`src/gb_cfg.svh`:
```
/*
 * memory map and register constants for the console system core
 * bus widths, region codes, io register addresses, irq vectors
 */
`ifndef GB_CFG_SVH
`define GB_CFG_SVH

// ------------------------------
// bus widths
`define GB_ADDR_W        16
`define GB_DATA_W        8

// memory depths as address widths
`define GB_WRAM_AW       13        // 8k work ram
`define GB_ZP_AW         7         // 127 bytes used of 128

// ------------------------------
// address[15:13] region codes
`define GB_RGN_VRAM      3'b100    // 8000-9fff
`define GB_RGN_CRAM      3'b101    // a000-bfff, on the cartridge
`define GB_RGN_WRAM      3'b110    // c000-dfff
`define GB_RGN_ECHO      3'b111    // e000-fdff mirrors wram

// address[15:8] pages
`define GB_PAGE_BOOT     8'h00     // boot rom overlay
`define GB_PAGE_IO       8'hFF     // io regs + zero page

// single registers
`define GB_REG_JOY       16'hFF00
`define GB_REG_IF        16'hFF0F
`define GB_REG_BOOT      16'hFF50
`define GB_REG_IE        16'hFFFF

// ------------------------------
// interrupts
`define GB_NUM_IRQ       5
`define GB_IRQ_VEC_BASE  8'h40     // vblank
`define GB_IRQ_VEC_STEP  8'h08
`define GB_IRQ_VEC_NONE  8'h55     // nothing pending

`endif

```
`src/gb_pkg.sv`:
```
/*
 * gb_pkg
 * shared types of the system core: cpu bus bundle, the two
 * views of an address word, interrupt flag vector, decoder selects
 */
`default_nettype none

`include "gb_cfg.svh"

package gb_pkg;

	// one cycle of the external cpu bus
	typedef struct packed {
		logic [`GB_ADDR_W-1:0] addr;
		logic [`GB_DATA_W-1:0] dout;    // cpu write data
		logic                  rd;
		logic                  wr;
		logic                  ack;     // iorq + m1, irq acknowledge
	} cpu_bus_t;

	// io view, page + register
	typedef struct packed {
		logic [7:0] page;
		logic [7:0] ioreg;
	} addr_io_t;

	// memory view, 8k region + 4k half + offset
	typedef struct packed {
		logic [2:0]  region;
		logic        bank_hi;
		logic [11:0] offset;
	} addr_mem_t;

	typedef union packed {
		addr_io_t  io;
		addr_mem_t mem;
	} gb_addr_u;

	// IF / IE layout, vblank in bit 0
	typedef struct packed {
		logic joypad;
		logic serial;
		logic timer;
		logic lcd;
		logic vblank;
	} irq_vec_t;

	// decoder output, at most one set
	typedef struct packed {
		logic rom;
		logic cram;
		logic vram;
		logic wram;     // includes echo
		logic zp;
		logic joy;
		logic if_r;
		logic ie_r;
		logic boot;
	} mem_sel_t;

endpackage

`default_nettype wire

```
`src/gb_sys_regs.sv`:
```
/*
 * system control registers
 * joypad select P54 at ff00 and the boot rom enable flag at ff50
 */
`timescale 1ns/10ps
`default_nettype none

`include "gb_cfg.svh"

module gb_sys_regs (
	input  logic                  clk_cpu,
	input  logic                  reset_r,
	input  gb_pkg::cpu_bus_t      bus,
	input  gb_pkg::mem_sel_t      sel,
	input  logic [3:0]            joy_din,
	output logic [`GB_DATA_W-1:0] joy_do,
	output logic [1:0]            p54,
	output logic                  boot_en
);

	// ------------------------------
	// joypad row select
	always_ff @(posedge clk_cpu) begin
		if (reset_r)
			p54 <= 2'b11;               // no row selected
		else if (sel.joy && bus.wr)
			p54 <= bus.dout[5:4];
	end

	// P1 readback, top bits unused and read as 1
	assign joy_do = {2'b11, p54, joy_din};

	// ------------------------------
	// boot rom overlay, one way switch
	always_ff @(posedge clk_cpu) begin
		if (reset_r)
			boot_en <= 1'b1;
		else if (sel.boot && bus.wr && bus.dout[0])
			boot_en <= 1'b0;            // only reset brings it back
	end

endmodule

`default_nettype wire

```
`config.mk`:
```
export PLATFORM = sky130hd
export DESIGN_NAME = gb_sys_regs
export DESIGN_NICKNAME = d
export VERILOG_FILES = /design/src/gb_pkg.sv /design/src/gb_sys_regs.sv
export VERILOG_INCLUDE_DIRS = /design/src
export SDC_FILE = /design/constraint.sdc
export NUM_CORES = 1
export LEC_CHECK = 0
export BUFFER_PORTS_ARGS = -buffer_cell sky130_fd_sc_hd__clkbuf_2
export CAP_MARGIN = 15
export CELL_PAD_IN_SITES_DETAIL_PLACEMENT = 1
export CELL_PAD_IN_SITES_GLOBAL_PLACEMENT = 2
export CORE_UTILIZATION = 10
export DETAILED_ROUTE_END_ITERATION = 8
export PLACE_DENSITY = 0.95
export SYNTH_ARGS = -nofsm -noshare
export SYNTH_HDL_FRONTEND = slang
export SYNTH_SLANG_ARGS = --single-unit
```
`constraint.sdc`:
```
create_clock -name clk_cpu -period 1.2 [get_ports clk_cpu]
set_clock_uncertainty 0.05 [all_clocks]
set_input_delay 0 -clock clk_cpu [delete_from_list [all_inputs] [get_ports clk_cpu]]
set_output_delay 0 -clock clk_cpu [all_outputs]
set_load 0.01 [all_outputs]
```
==> flow_metrics.env, run 1 <==
export IMPL_synth_area_per_cell_um2=8.956
export IMPL_totalNegativeSetupSlack_ns=0
export IMPL_die_y_um=43.25
export IMPL_finish_net_count=78
export IMPL_period_share=0.6876
export IMPL_post_synth_most_frequent_cells="buf_4 (8), dfxtp_1 (3), a211o_1 (2), and3_1 (2)"
export IMPL_netlist_top_cell_by_area="dfxtp_1"
export IMPL_post_synth_num_cell_types=8
export IMPL_cpPeakStageDelay_ns=0.54
export IMPL_place_detailed_instances=40
export IMPL_dp_final_hpwl_um=331.8
export IMPL_yosys_top_cells_area="dfxtp_1 (35%), buf_4 (35%), a211o_1 (10%)"
export IMPL_route_top_layer_used="met3"
export IMPL_synth_area_um2=170.2
export IMPL_synth_fa_ha_area_frac=0
export IMPL_critical_path_endpoint_type="flip-flop"
export IMPL_slew_violations=0
export IMPL_synth_simple_gate_area_frac=0.1250
export IMPL_htree_num_levels=1
export IMPL_synth_seq_area_share=0.3529
export IMPL_rsz0062_at_grt="no"
export IMPL_cell_count_after_synthesis=19
export IMPL_synth_most_common_cell="buf_4"
export IMPL_drtAntennaViolNets=0
export IMPL_cap_violations=0
export IMPL_largest_net_degree_at_the_start_of_global_routing=5
export IMPL_core_rowCount=14
export IMPL_detail_route_wirelength_met1_um=160
export IMPL_tritoncts="yes"
export IMPL_final_number_of_setup_violating_endpoints=0
export IMPL_gate_family_responsible_for_the_most_delay_along_the_worst_path="buffers and inverters"
export IMPL_design_die_area_mm2=0.001871
export IMPL_ys_dominant_reg_cell="dfxtp_1"
export IMPL_coreArea_mm2=0.001541
export IMPL_number_of_global_route_vias_before_repair=207
export IMPL_dr_total_vias=178
export IMPL_starting_drt_drc_count=0
export IMPL_cts_made_buffers=3
export IMPL_path_class="in2reg"
export IMPL_place_ws_ns=0.4587
export IMPL_route_final_wire_length_um=513
export IMPL_synthToLayoutAreaGrowth_pct=70.59
export IMPL_drt_pre_antenna_iters=1
export IMPL_place_port_buffers=12
export IMPL_clockBufferDepth=2
export IMPL_number_of_endpoints_with_negative_hold_slack_in_the_final_report=0
export IMPL_vdd_ir_drop_max_mv=0.2589
export IMPL_n_fill_cell=191
export IMPL_finalWeightedCongestion=0.6470
export IMPL_synth_edf_count=0
export IMPL_ys_warn_count=0
export IMPL_ys_seq_elements=3
export IMPL_met2_length_um=316
export IMPL_root_buffer="clkbuf_4"
export IMPL_cp_num_buf_inv=2
export IMPL_postSynth_asyncResetShare=0
export IMPL_synthXorXnorAreaFrac=0
export IMPL_synth_compound_area_frac=0.1471
export IMPL_path_cells="dlygate4sd3_1 -> clkbuf_2 -> a211o_1"
export IMPL_number_of_sinks_driven_by_the_clock_tree=3
export IMPL_worstPathRequired_ns=1.26
export IMPL_detailroute_wirelength_met3_um=36
export IMPL_drt_wirelength_per_cell_um=10.06
export IMPL_effective_utilization_at_floorplan=0.1104
export IMPL_mux_cell_area_share_after_synthesis=0
export IMPL_leak_pwr_nw=0.1475
export IMPL_drt_drc_violations_left=0
export IMPL_final_layout_size_suffix_gt1_frac=0.4286
export IMPL_yosysTopAreaCellShare=0.3529
export IMPL_grt_first_pass_wirelength_um=793
export IMPL_outcome="completed"
export IMPL_layout_setup_ws_ns=0.3748
export IMPL_cp_arrival_ns=0.88
export IMPL_i_o_pins=53
export IMPL_chipWidth_um=43.25
export IMPL_worstHoldPathType="in2reg"
export IMPL_critPathLaunchType="primary input"
export IMPL_power_density_over_the_cells_mw_per_mm2=1211
export IMPL_period_needed_ns=0.8252
export IMPL_slowest_stage="dlygate4sd3_1"
export IMPL_post_route_util=0.1883
export IMPL_path_clk_slew_ns=0.04
export IMPL_synth_top_family_by_area="buffers and inverters"
export IMPL_vias_per_cell=3.490
export IMPL_global_router_s_overall_resource_usage=0.06234
export IMPL_clock_latency_ns=0.23
export IMPL_grt_antenna_before_repair=0
export IMPL_globalRouteOverflowTotal=0
export IMPL_antenna_diode_count=0
export IMPL_instances_no_fill=51
export IMPL_timing_fmax_ghz=1.212
export IMPL_critical_path_peak_fanout=3
-- tightest hold or removal path, delay by kind of cell --
kind            cells  cell delay [ns]
compound gates      1             0.10
buf+inv             1             0.10
simple gates        1             0.07
-- routing by layer --
layer | vias up | track usage
met2 | 11 | 0.1284
met3 | 0 | 0
met5 | - | 0
li1 | 86 | -
met4 | 0 | 0.05455
met1 | 81 | 0.05128
-- report_power, final --
group / leakage, nW / total (W) / internal [W] / switching [W]
clock network: 0.0150 / 0.000176 / 0.000125 / 0.0000511
logic: 0.108 / 0.0000646 / 0.0000361 / 0.0000285
registers: 0.0248 / 0.000111 / 0.000107 / 0.00000459
total: 0.147 / 0.000352 / 0.000267 / 0.0000842
-- metrics by stage --
stage                power, W  cell area (um^2)  hold slack [ns]
finish              0.0003516             290.3          0.01918
global route        0.0003761             290.3          0.06113
CTS                 0.0003566             290.3          0.01752
detailed placement  0.0001548             193.9         -0.04993
global placement    0.0001529             193.9         -0.04993
floorplan           0.0001534             173.9          0.03595
-- logic make-up after synthesis --
group                  count (synthesis)
DFF                                    3
other                                  1
AOI/OAI and AO/OA                      3
and+or+nand+nor                        4
buffers and inverters                  8
-- cell type report --
| type | count | area, um^2 | share of cell area |
|---|---|---|---|
| sequential | 3 | 60.06 | 0.2069 |
| multi-input combinational | 9 | 53.80 | 0.1853 |
| tap | 16 | 20.02 | 0.06897 |
| clock buffer | 4 | 26.28 | 0.09052 |
| timing repair buffer | 19 | 130.1 | 0.4483 |
-- state kept, by name (all words and copies together) (netlist names) --
name,flops
p54,2
boot_en,1
-- layout by cell type, fill, tap and decap left out, drive strengths merged --
| cell type | instances |
|---|---|
| a21o | 1 |
| dlygate4sd3 | 7 |
| conb | 2 |
| clkbuf | 16 |
| nand3 | 1 |
| dfxtp | 3 |
| and3 | 2 |
| a211o | 2 |
| nand2 | 1 |
-- path summary, 6_finish.rpt --
| check | depth (start not counted) | endpoint | start | slack (ns) |
|---|---|---|---|---|
| min reg2reg | 1 | boot_en | boot_en | 0.40 |
| max | 3 | p54[1] | reset_r | 0.37 |
| min | 3 | boot_en | bus[1] | 0.02 |
| max reg2reg | 1 | p54[1] | p54[1] | 0.46 |
-- what timing repair did --
item / CTS / global route
hold buffers: 7 / 0
buffers inserted: 0 / 0
hold endpoints to repair: 7 / 0
resized for setup: 0 / 0
Power figures use the tool's default switching activity.
==> run 2, diff against run 1 <==
clock period = 0.8 ns   (was 1.2 ns; I/O delays follow)
==> flow_metrics.env, run 2 (synthesis gave the netlist of run 1 again) <==
export IMPL_root_buffer="clkbuf_4"
export IMPL_totalNegativeSetupSlack_ns=0
export IMPL_commonest_non_fill_non_tap_cell_in_the_layout="clkbuf_2"
export IMPL_largest_register_ff_count=2
export IMPL_cpPeakStageDelay_ns=0.33
export IMPL_cp_arrival_ns=0.69
export IMPL_gate_family_responsible_for_the_most_delay_along_the_worst_path="flip-flops"
export IMPL_clockBufferDepth=2
export IMPL_i_o_pins=53
export IMPL_number_of_sinks_driven_by_the_clock_tree=3
export IMPL_violated_checks="negative hold slack"
export IMPL_cts_repair_timing_setup_buffer_count=0
export IMPL_rsz0062_at_grt="no"
export IMPL_route_final_wire_length_um=414
export IMPL_vdd_ir_drop_max_mv=0.3854
export IMPL_pwr_share_seq=0.327
export IMPL_worstHoldPathType="in2reg"
export IMPL_dr_total_vias=168
export IMPL_critical_path_endpoint_type="primary output"
export IMPL_die_y_um=43.25
export IMPL_coreArea_mm2=0.001541
export IMPL_path_class="reg2out"
export IMPL_htree_num_levels=1
export IMPL_leak_pwr_nw=0.1343
export IMPL_totalPowerFinal_w=0.0005151
export IMPL_fin_hold_ws_ns=-0.06940
export IMPL_global_router_s_overall_resource_usage=0.05108
export IMPL_grt_first_pass_wirelength_um=669
export IMPL_power_share_switching=0.2369
export IMPL_starting_drt_drc_count=0
export IMPL_grt_busiest_layer="met2"
export IMPL_p_sw_w=0.0001220
export IMPL_drt_pre_antenna_iters=1
export IMPL_drtAntennaViolNets=0
export IMPL_cap_violations=0
export IMPL_clkPwrFrac=0.510
export IMPL_clock_latency_ns=0.22
export IMPL_path_cells="clkbuf_2"
export IMPL_cts_made_buffers=3
export IMPL_slowest_stage="dfxtp_2"
export IMPL_worstPathRequired_ns=0.75
export IMPL_final_number_of_setup_violating_endpoints=0
export IMPL_finalWeightedCongestion=0.6470
export IMPL_outcome="finished with violations"
export IMPL_period_share=0.9227
export IMPL_final_layout_size_suffix_gt1_frac=0.5313
export IMPL_vias_per_cell=3.500
export IMPL_finish_net_count=75
export IMPL_path_clk_slew_ns=0.04
export IMPL_n_fill_cell=195
export IMPL_effective_utilization_at_floorplan=0.1104
export IMPL_tritoncts="yes"
export IMPL_core_rowCount=14
export IMPL_period_needed_ns=0.7382
export IMPL_most_used_cells_in_the_layout_excluding_fill_and_tap_cells="clkbuf_2 (12), dlygate4sd3_1 (4), clkbuf_4 (3)"
export IMPL_postCtsHoldBufs=4
export IMPL_gr_usage_met2=0.09254
export IMPL_number_of_endpoints_with_negative_hold_slack_in_the_final_report=3
export IMPL_internal_power_w=0.0003931
export IMPL_globalRouteMet3Util=0
export IMPL_drt_wirelength_per_cell_um=8.625
export IMPL_number_of_global_route_vias_before_repair=187
export IMPL_drt_drc_violations_left=0
export IMPL_layout_setup_ws_ns=0.06180
export IMPL_dp_final_hpwl_um=331.8
export IMPL_globalRouteOverflowTotal=0
export IMPL_chipWidth_um=43.25
export IMPL_place_ws_ns=0.05869
export IMPL_critPathLaunchType="flip-flop"
export IMPL_timing_fmax_ghz=1.355
export IMPL_fraction_of_met1_tracks_used_by_global_routing=0.04872
export IMPL_regMostFlops="p54"
export IMPL_cp_num_buf_inv=1
export IMPL_combinationalPowerShare=0.164
export IMPL_largest_net_degree_at_the_start_of_global_routing=5
export IMPL_place_port_buffers=12
export IMPL_power_density_over_the_cells_mw_per_mm2=1960
export IMPL_critical_path_peak_fanout=3
export IMPL_design_die_area_mm2=0.001871
export IMPL_synthToLayoutAreaGrowth_pct=54.41
export IMPL_antenna_diode_count=0
export IMPL_slew_violations=0
export IMPL_grt_antenna_before_repair=0
export IMPL_largest_registers="p54 (2), boot_en (1)"
run 2: cell type report:
class | instances | area, um^2 | area share
well taps | 16 | 20.02 | 0.07619
repair buffers | 16 | 100.1 | 0.3810
clock buffers | 4 | 26.28 | 0.1000
flip-flops and latches | 3 | 62.56 | 0.2381
multi-input cells | 9 | 53.80 | 0.2048
run 2: path summary, 6_finish.rpt:
path,start,to,slack (ns),depth (start not counted)
min,reset_r,boot_en,-0.07,2
min reg2reg,boot_en,boot_en,0.40,1
max,p54[1],joy_do[5],0.06,1
max reg2reg,p54[1],p54[1],0.07,1
run 2: stage by stage:
stage            util  hold slack [ns]  cells  instance area [um^2]
2_1_floorplan       -          0.03595     20                 173.9
3_3_place_gp   0.1258         -0.04993     40                 193.9
3_5_place_dp   0.1258         -0.04993     40                 193.9
4_1_cts        0.1688         -0.07105     48                 260.3
5_1_grt        0.1705         -0.05130     48                 262.8
6_report       0.1705         -0.06940     48                 262.8
run 2: layer usage:
metal  up-vias  part of all wire
met5         -                 0
met4         0                 0
met3         0             0.087
met2        11              0.57
met1        77              0.35
li1         80                 -
run 2: timing repair:
| action | in CTS | in global routing |
|---|---|---|
| endpoints found under the hold margin | 7 | 3 |
| setup endpoints to repair | 0 | 4 |
| resized for setup | 0 | 2 |
run 2: power groups by stage:
stage	clock network, W	logic [W]	registers (W)
finish	0.000263	0.0000842	0.000168
global route	0.000290	0.0000940	0.000170
CTS	0.000271	0.0000849	0.000167
detailed placement	0	0.0000627	0.000170
global placement	0	0.0000603	0.000169
floorplan	0	0.0000573	0.000173
==> run 3, diff against run 2 <==
ABC_AREA = 1   (was unset)
CTS_BUF_LIST = sky130_fd_sc_hd__clkbuf_4 sky130_fd_sc_hd__clkbuf_8   (was unset)
==> flow_metrics.env, run 3 <==
export IMPL_ys_seq_elements=3
export IMPL_leak_pwr_nw=0.1653
export IMPL_drt_drc_violations_left=2
export IMPL_tritoncts="yes"
export IMPL_netlist_top_cell_by_area="dfxtp_1"
export IMPL_cp_arrival_ns=0.70
export IMPL_finish_net_count=84
export IMPL_cts_repair_timing_setup_buffer_count=0
export IMPL_violated_checks="design-rule violations"
export IMPL_layout_setup_ws_ns=0.04882
export IMPL_period_needed_ns=0.7512
export IMPL_cap_violations=0
export IMPL_p_sw_w=0.0001388
export IMPL_most_used_cells_in_the_layout_excluding_fill_and_tap_cells="clkbuf_2 (11), dlygate4sd3_1 (10), nand2_1 (5), nand3_1 (5), clkbuf_4 (4)"
export IMPL_synth_edf_count=0
export IMPL_internal_power_w=0.0004431
export IMPL_slowest_stage="dfxtp_2"
export IMPL_core_rowCount=14
export IMPL_largest_net_degree_at_the_start_of_global_routing=5
export IMPL_grt_first_pass_wirelength_um=779
export IMPL_grt_antenna_before_repair=0
export IMPL_global_router_s_overall_resource_usage=0.06759
export IMPL_synth_area_um2=171.4
export IMPL_htree_num_levels=1
export IMPL_vias_per_cell=3.491
export IMPL_instances_no_fill=57
export IMPL_pwr_share_seq=0.290
export IMPL_drtAntennaViolNets=0
export IMPL_cpPeakStageDelay_ns=0.33
export IMPL_yosys_top_cells_area="dfxtp_1 (35%), buf_4 (35%), nand3_1 (15%)"
export IMPL_worstPathRequired_ns=0.75
export IMPL_outcome="finished with violations"
export IMPL_postSynth_asyncResetShare=0
export IMPL_synth_most_common_cell="buf_4"
export IMPL_root_buffer="clkbuf_4"
export IMPL_finalWeightedCongestion=0.5987
export IMPL_critPathLaunchType="flip-flop"
export IMPL_place_port_buffers=12
export IMPL_drt_wirelength_per_cell_um=7.719
export IMPL_path_cells="clkbuf_2"
export IMPL_cts_made_buffers=3
export IMPL_effective_utilization_at_floorplan=0.1100
export IMPL_yosysTopAreaCellShare=0.3504
export IMPL_timing_startpoint_of_the_critical_path="p54[0]"
export IMPL_clockBufferDepth=2
export IMPL_timing_fmax_ghz=1.331
export IMPL_worstHoldPathType="in2reg"
export IMPL_worst_r2r_startpoint="p54[1]"
export IMPL_i_o_pins=53
export IMPL_fin_hold_ws_ns=0.01871
export IMPL_totalPowerFinal_w=0.0005819
export IMPL_clock_latency_ns=0.23
export IMPL_dr_total_vias=199
export IMPL_place_detailed_instances=44
export IMPL_drt_pre_antenna_iters=5
export IMPL_ys_warn_count=0
export IMPL_critical_path_peak_fanout=3
export IMPL_commonest_non_fill_non_tap_cell_in_the_layout="clkbuf_2"
export IMPL_combinationalPowerShare=0.184
export IMPL_ys_dominant_reg_cell="dfxtp_1"
export IMPL_largest_registers="p54 (2), boot_en (1)"
export IMPL_totalNegativeSetupSlack_ns=0
export IMPL_number_of_global_route_vias_before_repair=192
export IMPL_number_of_endpoints_with_negative_hold_slack_in_the_final_report=0
export IMPL_post_synth_most_frequent_cells="buf_4 (8), nand2_1 (5), nand3_1 (5)"
export IMPL_globalRouteOverflowTotal=0
export IMPL_number_of_sinks_driven_by_the_clock_tree=3
export IMPL_place_ws_ns=0.1935
export IMPL_hold_path_startpoint="bus[1]"
export IMPL_starting_drt_drc_count=2
export IMPL_path_class="reg2out"
export IMPL_power_share_switching=0.2386
export IMPL_path_clk_slew_ns=0.04
export IMPL_gate_family_responsible_for_the_most_delay_along_the_worst_path="flip-flops"
export IMPL_period_share=0.9390
export IMPL_rsz0062_at_grt="no"
export IMPL_vdd_ir_drop_max_mv=0.5408
export IMPL_cell_count_after_synthesis=23
export IMPL_coreArea_mm2=0.001559
export IMPL_design_die_area_mm2=0.001884
export IMPL_regMostFlops="p54"
export IMPL_power_density_over_the_cells_mw_per_mm2=1803
export IMPL_synth_seq_area_share=0.3504
export IMPL_die_y_um=43.40
export IMPL_antenna_diode_count=0
export IMPL_final_layout_size_suffix_gt1_frac=0.4146
export IMPL_chipWidth_um=43.40
export IMPL_largest_register_ff_count=2
export IMPL_cp_num_buf_inv=1
export IMPL_post_synth_num_cell_types=6
export IMPL_critical_path_endpoint_type="primary output"
export IMPL_synthToLayoutAreaGrowth_pct=88.32
export IMPL_synth_area_per_cell_um2=7.453
export IMPL_route_final_wire_length_um=440
export IMPL_final_number_of_setup_violating_endpoints=0
export IMPL_slew_violations=0
export IMPL_clkPwrFrac=0.527
[run 3: cell count changes in the layout (fill, tap and decap cells not counted)]
| cell | before | now |
|---|---|---|
| clkbuf_2 | 12 | 11 |
| inv_1 | 0 | 1 |
| a211o_1 | 2 | 0 |
| dlygate4sd3_1 | 4 | 10 |
| nand3_1 | 1 | 5 |
| clkbuf_4 | 3 | 4 |
| clkbuf_1 | 1 | 0 |
| and3_1 | 2 | 0 |
| nand2_1 | 1 | 5 |
| a21o_1 | 1 | 0 |
[run 3: what timing repair did]
action / 4_1_cts / 5_1_grt
setup endpoints to repair: 4 / 2
hold buffers: 10 / 0
hold endpoints to repair: 7 / 0
resized for setup: 2 / 0
[run 3: cell type report]
type,count,area [um^2]
Tap cell,16,20.02
Sequential cell,3,62.56
Fill cell,193,1236
Timing Repair Buffer,21,155.1
Clock buffer,4,30.03
Inverter,1,3.754
Multi-Input combinational cell,12,51.30
[run 3: cell families (layout without fill, tap and decap cells)]
family / Yosys count / after routing / synth area share
flip-flops: 3 / 3 / 0.3504
other: 1 / 2 / 0.02188
buffers and inverters: 9 / 26 / 0.3723
AND/OR/NAND/NOR: 10 / 10 / 0.2555
[run 3: final timing paths]
path | end | slack (ns) | cells after the start
worst max-delay path | joy_do[4] | 0.05 | 1
worst min-delay path | p54[0] | 0.02 | 3
worst max register to register | p54[1] | 0.20 | 2
worst min register to register | boot_en | 0.40 | 2
[run 3: power groups by stage]
stage / registers (W) / clock network [W] / logic [W]
after CTS: 0.000169 / 0.000325 / 0.000110
final: 0.000169 / 0.000306 / 0.000107
after global routing: 0.000170 / 0.000338 / 0.000120
after floorplan: 0.000173 / 0 / 0.0000596
after detailed placement: 0.000169 / 0 / 0.0000649
after global placement: 0.000169 / 0 / 0.0000636
[run 3: through the flow]
step | area [um^2] | utilization
finish | 322.8 | 0.2071
global route | 322.8 | 0.2071
CTS | 327.8 | 0.2103
detailed placement | 195.2 | 0.1252
global placement | 195.2 | 0.1252
floorplan | 175.2 | -
[run 3: metal layers]
layer  global-route usage  share of wire  vias up  routed length [um]
met5                    0              0        -                   0
met4              0.07500              0        0                   0
met3              0.06250           0.12        0                  53
met2              0.09091           0.50       14                 220
met1              0.05398           0.38       88                 166
li1                     -              -       97                   -
